**config.mk**
```make
export PLATFORM = sky130hd
export DESIGN_NAME = mpu_top
export DESIGN_NICKNAME = d
export VERILOG_FILES = /design/src/common/pma_pkg.sv /design/src/common/mpu_pkg.sv /design/src/mpu/mpu_result.sv /design/src/mpu/mpu_top.sv /design/src/mpu/pma_attr_execute.sv /design/src/mpu/pma_region_decode.sv
export VERILOG_INCLUDE_DIRS = /design/src /design/src/common
export SDC_FILE = /design/constraint.sdc
export NUM_CORES = 1
export LEC_CHECK = 0
export ABC_AREA = 1
export BUFFER_PORTS_ARGS = -buffer_cell sky130_fd_sc_hd__buf_2
export CELL_PAD_IN_SITES_DETAIL_PLACEMENT = 0
export CELL_PAD_IN_SITES_GLOBAL_PLACEMENT = 1
export CORE_ASPECT_RATIO = 1.1
export CORE_MARGIN = 3
export CORE_UTILIZATION = 44
export DETAILED_ROUTE_END_ITERATION = 10
export HOLD_SLACK_MARGIN = 0.1
export PLACE_DENSITY = 0.8
export SLEW_MARGIN = 20
export SYNTH_ARGS = -nofsm -noshare
export SYNTH_HDL_FRONTEND = slang
export SYNTH_HIERARCHICAL = 1
export SYNTH_SLANG_ARGS = --single-unit
```
**constraint.sdc**
```tcl
create_clock -name clk -period 4.3 [get_ports clk]
set_input_delay 0.645 -clock clk [delete_from_list [all_inputs] [get_ports clk]]
set_output_delay 0.645 -clock clk [all_outputs]
set_load 0.05 [all_outputs]
```
**src/common/mpu_defs.svh**
```systemverilog
////////////////////////////////////////////////////////////////////////////
// MPU configuration constants
// Address width, region table size, bus credits and debug window
////////////////////////////////////////////////////////////////////////////

`ifndef MPU_DEFS_SVH
`define MPU_DEFS_SVH

// Byte address width of core and bus requests
`define MPU_ADDR_W 32

// Number of entries in the fixed PMA region table
`define MPU_NUM_REGIONS 4

// Width of a region index into the table
`define MPU_IDX_W 2

// Credits the bus hands out at reset
`define MPU_BUS_CREDITS 2

// Debug module window, inside the catch-all main region
`define MPU_DM_START 32'h1A11_0000
// Last byte inside the window
`define MPU_DM_END 32'h1A11_3FFF

`endif

```
**src/common/pma_pkg.sv**
```systemverilog
////////////////////////////////////////////////////////////////////////////
// PMA region attributes
// Region bound and attribute types plus the fixed region table
////////////////////////////////////////////////////////////////////////////

`default_nettype none
`include "mpu_defs.svh"

package pma_pkg;

  typedef logic [`MPU_ADDR_W-1:0] addr_t;
  typedef logic [`MPU_ADDR_W-3:0] word_addr_t;
  typedef logic [`MPU_IDX_W-1:0]  region_idx_t;

  // High bound is exclusive
  typedef struct packed {
    word_addr_t word_addr_low;
    word_addr_t word_addr_high;
    logic       main;
    logic       bufferable;
    logic       cacheable;
    logic       atomic;
  } pma_cfg_t;

  // Regions overlap on purpose, the lowest index takes priority
  localparam pma_cfg_t PMA_REGIONS [`MPU_NUM_REGIONS] = '{
    // 0x0000_0000 .. 0x0000_0FFF  main RAM
    '{word_addr_low: 30'h0000_0000, word_addr_high: 30'h0000_0400,
      main: 1'b1, bufferable: 1'b0, cacheable: 1'b1, atomic: 1'b1},
    // 0x0000_0800 .. 0x0000_FFFF  buffered scratch
    '{word_addr_low: 30'h0000_0200, word_addr_high: 30'h0000_4000,
      main: 1'b1, bufferable: 1'b1, cacheable: 1'b0, atomic: 1'b1},
    // 0x1000_0000 .. 0x1000_3FFF  peripheral IO
    '{word_addr_low: 30'h0400_0000, word_addr_high: 30'h0400_1000,
      main: 1'b0, bufferable: 1'b1, cacheable: 1'b0, atomic: 1'b0},
    // 0x0000_0000 .. 0x1FFF_FFFF  catch-all main
    '{word_addr_low: 30'h0000_0000, word_addr_high: 30'h0800_0000,
      main: 1'b1, bufferable: 1'b1, cacheable: 1'b1, atomic: 1'b0}
  };

  localparam pma_cfg_t PMA_DEFAULT = '{main: 1'b1, default: '0};

  // Debug module accesses in debug mode
  localparam pma_cfg_t PMA_DEBUG = '{main: 1'b1, default: '0};

endpackage

`default_nettype wire

```
**src/common/mpu_pkg.sv**
```systemverilog
////////////////////////////////////////////////////////////////////////////
// MPU transaction types
// Core request, bus request, core response and controller state
////////////////////////////////////////////////////////////////////////////

`default_nettype none

package mpu_pkg;

  typedef logic [3:0] txn_id_t;

  // Credit and outstanding transaction counts
  typedef logic [3:0] txn_cnt_t;

  typedef struct packed {
    pma_pkg::addr_t addr;
    logic           write;
    logic           fetch;
    logic           misaligned;
    logic           atomic;
    logic           pushpop;
    logic           debug;
    txn_id_t        id;
  } core_req_t;

  typedef struct packed {
    pma_pkg::addr_t addr;
    logic           write;
    logic           bufferable;
    logic           cacheable;
    txn_id_t        id;
  } bus_req_t;

  typedef struct packed {
    txn_id_t id;
    logic    err;
  } core_resp_t;

  // Error response sequencing
  typedef enum logic [1:0] {
    MPU_IDLE,
    MPU_DRAIN,
    MPU_ERR_RESP
  } mpu_state_e;

endpackage

`default_nettype wire

```
**src/mpu/mpu_result.sv**
```systemverilog
////////////////////////////////////////////////////////////////////////////
// MPU result stage
// Bus credits, outstanding count, error response FSM and core response
////////////////////////////////////////////////////////////////////////////

`timescale 1ns/1ps
`default_nettype none
`include "mpu_defs.svh"

module mpu_result (
  input  wire logic              clk,
  input  wire logic              rst_n,
  input  wire logic              ex_valid_i,
  input  wire mpu_pkg::bus_req_t ex_bus_req_i,
  input  wire logic              ex_err_i,
  input  wire logic              bus_credit_i,
  input  wire logic              bus_resp_valid_i,
  input  wire logic              bus_resp_err_i,
  input  wire mpu_pkg::txn_id_t  bus_resp_id_i,
  output logic                   bus_req_valid_o,
  output mpu_pkg::bus_req_t      bus_req_o,
  output logic                   core_resp_valid_o,
  output mpu_pkg::core_resp_t    core_resp_o,
  output logic                   stall_o,
  output logic                   block_core_o
);
  import mpu_pkg::*;

  mpu_state_e state_q;
  mpu_state_e state_d;
  txn_cnt_t   credit_q;
  txn_cnt_t   outstanding_q;
  logic       issue;
  logic       wait_credit;
  logic       err_pending;
  logic       err_resp;

  assign err_pending = ex_valid_i && ex_err_i;
  assign issue       = ex_valid_i && !ex_err_i && (credit_q != '0);
  assign wait_credit = ex_valid_i && !ex_err_i && (credit_q == '0);
  assign err_resp    = (state_q == MPU_ERR_RESP);

  assign bus_req_valid_o = issue;
  assign bus_req_o       = ex_bus_req_i;

  // The refused request sits in execute until its response is taken
  assign stall_o      = wait_credit || (err_pending && !err_resp);
  assign block_core_o = (state_q != MPU_IDLE);

  //////////////////////////////////////////////////////////////////////////
  // Counters
  //////////////////////////////////////////////////////////////////////////

  always_ff @(posedge clk or negedge rst_n) begin
    if (!rst_n) begin
      credit_q      <= txn_cnt_t'(`MPU_BUS_CREDITS);
      outstanding_q <= '0;
    end else begin
      credit_q      <= credit_q + txn_cnt_t'(bus_credit_i) - txn_cnt_t'(issue);
      outstanding_q <= outstanding_q + txn_cnt_t'(issue) - txn_cnt_t'(bus_resp_valid_i);
    end
  end

  //////////////////////////////////////////////////////////////////////////
  // Error response FSM
  //////////////////////////////////////////////////////////////////////////

  always_comb begin
    state_d = state_q;
    case (state_q)
      MPU_IDLE: begin
        if (err_pending) begin
          state_d = MPU_DRAIN;
        end
      end
      // Wait for every earlier bus transaction to answer
      MPU_DRAIN: begin
        if (outstanding_q == '0) begin
          state_d = MPU_ERR_RESP;
        end
      end
      MPU_ERR_RESP: state_d = MPU_IDLE;
      default:      state_d = MPU_IDLE;
    endcase
  end

  always_ff @(posedge clk or negedge rst_n) begin
    if (!rst_n) begin
      state_q <= MPU_IDLE;
    end else begin
      state_q <= state_d;
    end
  end

  //////////////////////////////////////////////////////////////////////////
  // Core response
  //////////////////////////////////////////////////////////////////////////

  always_ff @(posedge clk or negedge rst_n) begin
    if (!rst_n) begin
      core_resp_valid_o <= 1'b0;
    end else begin
      core_resp_valid_o <= err_resp || bus_resp_valid_i;
    end
  end

  // Nothing is outstanding in MPU_ERR_RESP, so the two sources never meet
  always_ff @(posedge clk) begin
    if (err_resp) begin
      core_resp_o.id  <= ex_bus_req_i.id;
      core_resp_o.err <= 1'b1;
    end else if (bus_resp_valid_i) begin
      core_resp_o.id  <= bus_resp_id_i;
      core_resp_o.err <= bus_resp_err_i;
    end
  end

endmodule

`default_nettype wire

```
**src/mpu/mpu_top.sv**
```systemverilog
////////////////////////////////////////////////////////////////////////////
// MPU top level
// Decode, attribute and result stages between core port and bus
////////////////////////////////////////////////////////////////////////////

`timescale 1ns/1ps
`default_nettype none

module mpu_top (
  input  wire logic               clk,
  input  wire logic               rst_n,
  // Core side
  input  wire logic               core_req_valid_i,
  output logic                    core_req_ready_o,
  input  wire mpu_pkg::core_req_t core_req_i,
  output logic                    core_resp_valid_o,
  output mpu_pkg::core_resp_t     core_resp_o,
  // Bus side
  output logic                    bus_req_valid_o,
  output mpu_pkg::bus_req_t       bus_req_o,
  input  wire logic               bus_credit_i,
  input  wire logic               bus_resp_valid_i,
  input  wire logic               bus_resp_err_i,
  input  wire mpu_pkg::txn_id_t   bus_resp_id_i
);
  import pma_pkg::*;
  import mpu_pkg::*;

  logic      stall;
  logic      block_core;
  logic      dec_valid;
  core_req_t dec_req;
  pma_cfg_t  dec_cfg;
  logic      ex_valid;
  bus_req_t  ex_bus_req;
  logic      ex_err;

  assign core_req_ready_o = !stall && !block_core;

  pma_region_decode u_decode (
    .clk         (clk),
    .rst_n       (rst_n),
    .req_valid_i (core_req_valid_i && core_req_ready_o),
    .req_i       (core_req_i),
    .stall_i     (stall),
    .dec_valid_o (dec_valid),
    .dec_req_o   (dec_req),
    .dec_cfg_o   (dec_cfg)
  );

  pma_attr_execute u_execute (
    .clk          (clk),
    .rst_n        (rst_n),
    .dec_valid_i  (dec_valid),
    .dec_req_i    (dec_req),
    .dec_cfg_i    (dec_cfg),
    .stall_i      (stall),
    .ex_valid_o   (ex_valid),
    .ex_bus_req_o (ex_bus_req),
    .ex_err_o     (ex_err)
  );

  mpu_result u_result (
    .clk               (clk),
    .rst_n             (rst_n),
    .ex_valid_i        (ex_valid),
    .ex_bus_req_i      (ex_bus_req),
    .ex_err_i          (ex_err),
    .bus_credit_i      (bus_credit_i),
    .bus_resp_valid_i  (bus_resp_valid_i),
    .bus_resp_err_i    (bus_resp_err_i),
    .bus_resp_id_i     (bus_resp_id_i),
    .bus_req_valid_o   (bus_req_valid_o),
    .bus_req_o         (bus_req_o),
    .core_resp_valid_o (core_resp_valid_o),
    .core_resp_o       (core_resp_o),
    .stall_o           (stall),
    .block_core_o      (block_core)
  );

endmodule

`default_nettype wire

```
**src/mpu/pma_attr_execute.sv**
```systemverilog
////////////////////////////////////////////////////////////////////////////
// PMA attribute stage
// Applies the access rules and builds the bus request attributes
////////////////////////////////////////////////////////////////////////////

`timescale 1ns/1ps
`default_nettype none

module pma_attr_execute (
  input  wire logic               clk,
  input  wire logic               rst_n,
  input  wire logic               dec_valid_i,
  input  wire mpu_pkg::core_req_t dec_req_i,
  input  wire pma_pkg::pma_cfg_t  dec_cfg_i,
  input  wire logic               stall_i,
  output logic                    ex_valid_o,
  output mpu_pkg::bus_req_t       ex_bus_req_o,
  output logic                    ex_err_o
);
  import mpu_pkg::*;

  logic     region_err;
  logic     atomic_err;
  logic     err;
  bus_req_t bus_req;

  // Fetch, misaligned and push/pop all need main memory
  assign region_err = (dec_req_i.fetch || dec_req_i.misaligned || dec_req_i.pushpop) &&
                      !dec_cfg_i.main;

  // Atomics need region support and natural alignment
  assign atomic_err = dec_req_i.atomic && (!dec_cfg_i.atomic || dec_req_i.misaligned);

  assign err = region_err || atomic_err;

  always_comb begin
    bus_req.addr       = dec_req_i.addr;
    bus_req.write      = dec_req_i.write;
    bus_req.bufferable = dec_req_i.write && !dec_req_i.atomic && dec_cfg_i.bufferable;
    bus_req.cacheable  = dec_cfg_i.cacheable;
    bus_req.id         = dec_req_i.id;
  end

  //////////////////////////////////////////////////////////////////////////
  // Stage register
  //////////////////////////////////////////////////////////////////////////

  always_ff @(posedge clk or negedge rst_n) begin
    if (!rst_n) begin
      ex_valid_o <= 1'b0;
    end else if (!stall_i) begin
      ex_valid_o <= dec_valid_i;
    end
  end

  always_ff @(posedge clk) begin
    if (!stall_i && dec_valid_i) begin
      ex_bus_req_o <= bus_req;
      ex_err_o     <= err;
    end
  end

endmodule

`default_nettype wire

```
**src/mpu/pma_region_decode.sv**
```systemverilog
////////////////////////////////////////////////////////////////////////////
// PMA region decode stage
// Finds the lowest matching region and applies the debug override
////////////////////////////////////////////////////////////////////////////

`timescale 1ns/1ps
`default_nettype none
`include "mpu_defs.svh"

module pma_region_decode (
  input  wire logic               clk,
  input  wire logic               rst_n,
  input  wire logic               req_valid_i,
  input  wire mpu_pkg::core_req_t req_i,
  input  wire logic               stall_i,
  output logic                    dec_valid_o,
  output mpu_pkg::core_req_t      dec_req_o,
  output pma_pkg::pma_cfg_t       dec_cfg_o
);
  import pma_pkg::*;

  word_addr_t  req_word;
  region_idx_t hit_idx;
  logic        hit;
  logic        dbg_match;
  pma_cfg_t    cfg;

  assign req_word = req_i.addr[`MPU_ADDR_W-1:2];

  //////////////////////////////////////////////////////////////////////////
  // Region match
  //////////////////////////////////////////////////////////////////////////

  // Scan from the top so the lowest matching index is left standing
  always_comb begin
    hit     = 1'b0;
    hit_idx = '0;
    for (int i = `MPU_NUM_REGIONS - 1; i >= 0; i--) begin
      if ((PMA_REGIONS[i].word_addr_low <= req_word) &&
          (req_word < PMA_REGIONS[i].word_addr_high)) begin
        hit     = 1'b1;
        hit_idx = region_idx_t'(i);
      end
    end
  end

  // Window end is inclusive
  assign dbg_match = req_i.debug &&
                     (req_i.addr >= `MPU_DM_START) &&
                     (req_i.addr <= `MPU_DM_END);

  always_comb begin
    if (dbg_match) begin
      cfg = PMA_DEBUG;
    end else if (hit) begin
      cfg = PMA_REGIONS[hit_idx];
    end else begin
      cfg = PMA_DEFAULT;
    end
  end

  //////////////////////////////////////////////////////////////////////////
  // Stage register
  //////////////////////////////////////////////////////////////////////////

  always_ff @(posedge clk or negedge rst_n) begin
    if (!rst_n) begin
      dec_valid_o <= 1'b0;
    end else if (!stall_i) begin
      dec_valid_o <= req_valid_i;
    end
  end

  always_ff @(posedge clk) begin
    if (!stall_i && req_valid_i) begin
      dec_req_o <= req_i;
      dec_cfg_o <= cfg;
    end
  end

endmodule

`default_nettype wire

```
Yosys cells after proc, flatten, opt, wreduce, memory -nomap -nowiden --
Cells that the tools add are included.
Storage, ports and cells: bits in registers 103, word-level logic and storage cells 101
Operators by class: multiplexer cells 16, add/subtract/negate cells 4, order comparisons 10, reductions and logical operators 40, bitwise gates (word level) 2, equal/unequal tests 4
Operators with widths (count):
- binary-select mux 64 bit (select 2 bit) | 1
- >= comparator 32 x 29 -> 1 bit (second input constant) | 1
- less-or-equal comparator 32 x 29 -> 1 bit (second input constant) | 1
- less-or-equal comparator 1 x 30 -> 1 bit (first input constant) | 1
- less-or-equal comparator 10 x 30 -> 1 bit (first input constant) | 1
- less-or-equal comparator 27 x 30 -> 1 bit (first input constant) | 1
- less-than comparator 30 x 11 -> 1 bit (second input constant) | 1
- less-than comparator 30 x 15 -> 1 bit (second input constant) | 1
- less-than comparator 30 x 27 -> 1 bit (second input constant) | 1
- less-than comparator 30 x 28 -> 1 bit (second input constant) | 1
- logical AND 1 bit | 19
- 2-to-1 mux 2 bit | 6
- 2-to-1 mux 5 bit | 2
- adder 4 x 1 -> 4 bit | 2
- zero test 4 bit | 2
- 2-to-1 mux 4 bit | 2
- subtractor 4 x 1 -> 4 bit | 2
- zero test 1 bit | 7
- logical OR 1 bit | 6
- 2-to-1 mux 1 bit | 4
- inequality test 2 x 1 -> 1 bit (second input constant) | 2
- one-hot mux 2 bit (2 select lines) | 1
- nonzero test 2 bit | 2
- nonzero test 4 bit | 1
- 8 further kinds | 8

Depth between registers and ports, before layout --
depth in word-level cells 10, gate-level depth with buffers 12, gate-level depth less buffers 12

Hierarchy --
The synthesis kept the hierarchy.
By module, submodules not included:
- pma_region_decode | cells an instance 192, seq. area each 1526.5 um^2, times used 1, area each 2369.8 um^2
- pma_attr_execute | cells an instance 55, seq. area each 1226.2 um^2, times used 1, area each 1281.2 um^2
- mpu_result | cells an instance 131, seq. area each 416.6 um^2, times used 1, area each 1166.1 um^2
- mpu_top | cells an instance 6, seq. area each 0.0 um^2, times used 1, area each 27.5 um^2

Worst setup path before layout --
Ideal clock, no wire load.
kind reg2reg, start reg u_result.state_q[0], end reg u_decode/dec_cfg_o[0] (netlist name), enable pin, cell stages (with the launch flop) 8, path slack 0.566 ns, arrival time 3.275 ns, period minus slack after synthesis 3.734 ns, path buffers 0, required time 3.841 ns, setup time 0.459 ns, path through dfrtp_1 -> nor2_2 -> o21ai_0 -> inv_1 -> nand2_2 -> nor2_2 -> inv_1 -> nor2_1
Between the ends: word-level cells in the longest chain between the ends 8
RTL lines:
- start: declaration | line mpu_result.sv:29 | mpu_state_e state_q;
- start signal: assignment | line mpu_result.sv:91 | state_q <= state_d;
- == test 2 bit * | line mpu_result.sv:41 | assign err_resp = (state_q == MPU_ERR_RESP);
- zero test 1 bit * | line mpu_result.sv:47 | assign stall_o = wait_credit || (err_pending && !err_resp);
- logical AND 1 bit * | line mpu_result.sv:47
- logical OR 1 bit * | line mpu_result.sv:47
- via stall | line mpu_top.sv:29 | logic stall;
- zero test 1 bit *
- logical AND 1 bit | line mpu_top.sv:38 | assign core_req_ready_o = !stall && !block_core;
- logical AND 1 bit | line mpu_top.sv:43 | .req_valid_i (core_req_valid_i && core_req_ready_o),
- logical AND 1 bit * | line pma_region_decode.sv:75 | if (!stall_i && req_valid_i) begin
- end signal: assignment | line pma_region_decode.sv:77 | dec_cfg_o <= cfg;
- end: declaration | line pma_region_decode.sv:18 | output pma_pkg::pma_cfg_t dec_cfg_o
The timed path passes the listed nets; every way through them passes the cells marked *. A chain may end at the register's enable or synchronous reset.

Final worst setup path --
start reg u_result.state_q[0], end reg u_decode/dec_req_o[17] (netlist name), enable pin
Between the ends: word-level cells in the longest chain between the ends 8
RTL lines:
- == test 2 bit * | line mpu_result.sv:41
- zero test 1 bit * | line mpu_result.sv:47
- logical AND 1 bit * | line mpu_result.sv:47
- logical OR 1 bit * | line mpu_result.sv:47
- via stall | line mpu_top.sv:29
- zero test 1 bit *
- logical AND 1 bit | line mpu_top.sv:38
- logical AND 1 bit | line mpu_top.sv:43
- logical AND 1 bit * | line pma_region_decode.sv:75
- end signal: assignment | line pma_region_decode.sv:76 | dec_req_o <= req_i;
- end: declaration | line pma_region_decode.sv:17 | output mpu_pkg::core_req_t dec_req_o,
Marks and branches as above.

==> metrics.cfg <==
[die]
std_cell_rows = 36
pin_count = 99
die_w_um = 99.3
initial_utilization_pct = 46.3
die-height_um = 109
core_mm2 = 0.00910
die_area_mm2 = 0.0108

[setup_path]
critPathBufInv = 3
cpMaxStageDelayCell = nor2_4
required_ns = 4.34
path_cells = nor2_2, o21ai_1, inv_1, nand2_2, nor2_2, inv_1, nor2_4, buf_4
crit_arrival_ns = 2.68
r2r-end = u_decode/dec_req_o[17]
crit_path_start_kind = flop
cp_top_family = simple AND/OR/NAND/NOR gates
reg2reg_depth = 8
setup.worst_path.end_class = flop
critPathMaxStageDelay_ns = 0.53
criticalPathCategory = flop to flop
r2r_setup_slack_ns = 1.66
r2r_start = u_result/state_q[0]
worstPathMaxFanout = 25

[placed_design]
placed_area_mm2 = 0.00458
gp_congestion = 0.727
pre_cts_ws_ns = 1.50
io_buffer_count = 98
post-dp-hpwl_mm = 5.09

[cts]
cts_buffer_depth = 2
cts_setup_buffers = 0
htree_levels = 3
cts_resized = 0
cts_sinks = 103
clk_latency_ns = 0.36
holdBufCountCts = 0
cts_tree = yes
clk_pin_slew_ns = 0.10
cts_made_buffers = 9
cts_root_buffer = clkbuf_8

[final_layout]
fill_cells = 797
drive_above_1_share_pct = 36.2
n_antenna_cell = 0
area_growth_pct = 13.8
fin_nets = 447
final_core_util_pct = 52.7
post-route-cell-area_mm2 = 0.00479

[sta]
rsz0062_at_grt = no
relSlewSlack_pct = 54.2
drv_slew = 0
hold_violations = 0
setup_violations = 0
final.setup.tns_ns = 0
max_freq_mhz = 379
setup_ws_ns = 1.66
tightest_slew_ns = 0.685
period_share_pct = 61.4
skew_ns = 0.0129
layout_min_cycle_time_ns = 2.64

[routing]
via_per_inst = 4.48
final_antenna_net_count = 0
routed_wirelength_mm = 6.63
drc = 0
wl_per_cell_um = 13.2
vias = 2252
dr.pass1.iters = 4
drt_iter0_drc = 85

[power]
powerDensity_mw_per_mm2 = 677
finalPower_w = 0.00325
ir_drop_uv = 249
power_leakage_nw = 2.02

[grt]
grt_overflow_total = 0
grt_max_degree = 41
grt_usage_pct = 12.7
grt_pass1_wl_mm = 10.4
grt_pass1_vias = 2241
antenna_found_initial = 0

[yosys]
ys_warn_count = 6
syn_nets = 375
netlist_area_mm2 = 0.00421
avgSynthCellArea_um2 = 13.5
netlist_instances = 312

[run_status]
status = finished, final reports clean

[hold_path]
min_path_type = input pin to asynchronous set/reset pin

[flow_run]
cap_violations = 0

## sequential cells by signal, indices dropped and copies added (netlist names), 2 cells and up
signal                  cells
u_result/core_resp_o        5
u_decode/dec_cfg_o          4
u_decode/dec_req_o         41
u_execute/ex_bus_req_o     39
u_result/outstanding_q      4
u_result/state_q            2
u_result/credit_q           4
## report_power, final
| group | leakage [nW] | internal (W) | total (W) | switching (W) |
|---|---|---|---|---|
| registers | 0.996 | 0.00146 | 0.00155 | 0.0000898 |
| logic | 0.926 | 0.000278 | 0.00113 | 0.000852 |
| clock network | 0.0989 | 0.000225 | 0.000562 | 0.000337 |
## per-layer routing
layer	GRT usage [%]	up-vias	share of wire (%)
met5	0	-	0
met4	5.66	0	1.9
met3	3.20	7	4.5
met2	24.0	53	57
met1	13.1	1054	37
li1	-	1138	-
## worst max-delay path by stage
stage                              from                     end  slack, ns  depth (start not counted)
global route        u_result/state_q[1]  u_decode/dec_req_o[10]       1.38                          9
detailed placement  u_result/state_q[0]  u_decode/dec_req_o[20]       1.50                          8
CTS                 u_result/state_q[1]        core_req_ready_o       1.41                          7
floorplan           u_result/state_q[0]   u_decode/dec_cfg_o[0]       0.79                          7
global placement    u_result/state_q[0]  u_decode/dec_req_o[20]       1.60                          8
finish              u_result/state_q[0]  u_decode/dec_req_o[17]       1.66                          8
## worst reg2reg max path: cells and delay by family (launching register included)
kind / cells / cell delay, ns
and+or+nand+nor: 4 / 0.97
buffers and inverters: 3 / 0.63
DFF: 1 / 0.41
AOI/OAI and AO/OA: 1 / 0.30
## placed cells by master, fill, tap and decap left out, drive strengths merged, types with 2 or more instances in the layout
cell type  instances
clkinv             4
ha                 9
inv               47
xor2               3
nand4              2
dfrtp             12
a21oi              5
nand3             11
edfxtp            89
nand2             49
clkbuf             9
nor2              29
fa                 2
nor3               3
o21ai             10
buf              100
## final cells by class
type	instances	area [um2]	area share, %
inverter	44	165	3.44
tap	114	143	2.97
clock inverter	7	67.6	1.41
sequential	103	3020	63.0
timing repair buffer	100	526	11.0
multi-input combinational	126	751	15.7
clock buffer	9	124	2.58
## per-stage QoR
stage               cells  hold WS, ns
global placement      486        0.401
global route          503        0.165
finish                503        0.166
CTS                   502        0.163
floorplan             312        0.349
detailed placement    486        0.405
Note: power is estimated with default switching activity, not from simulation.
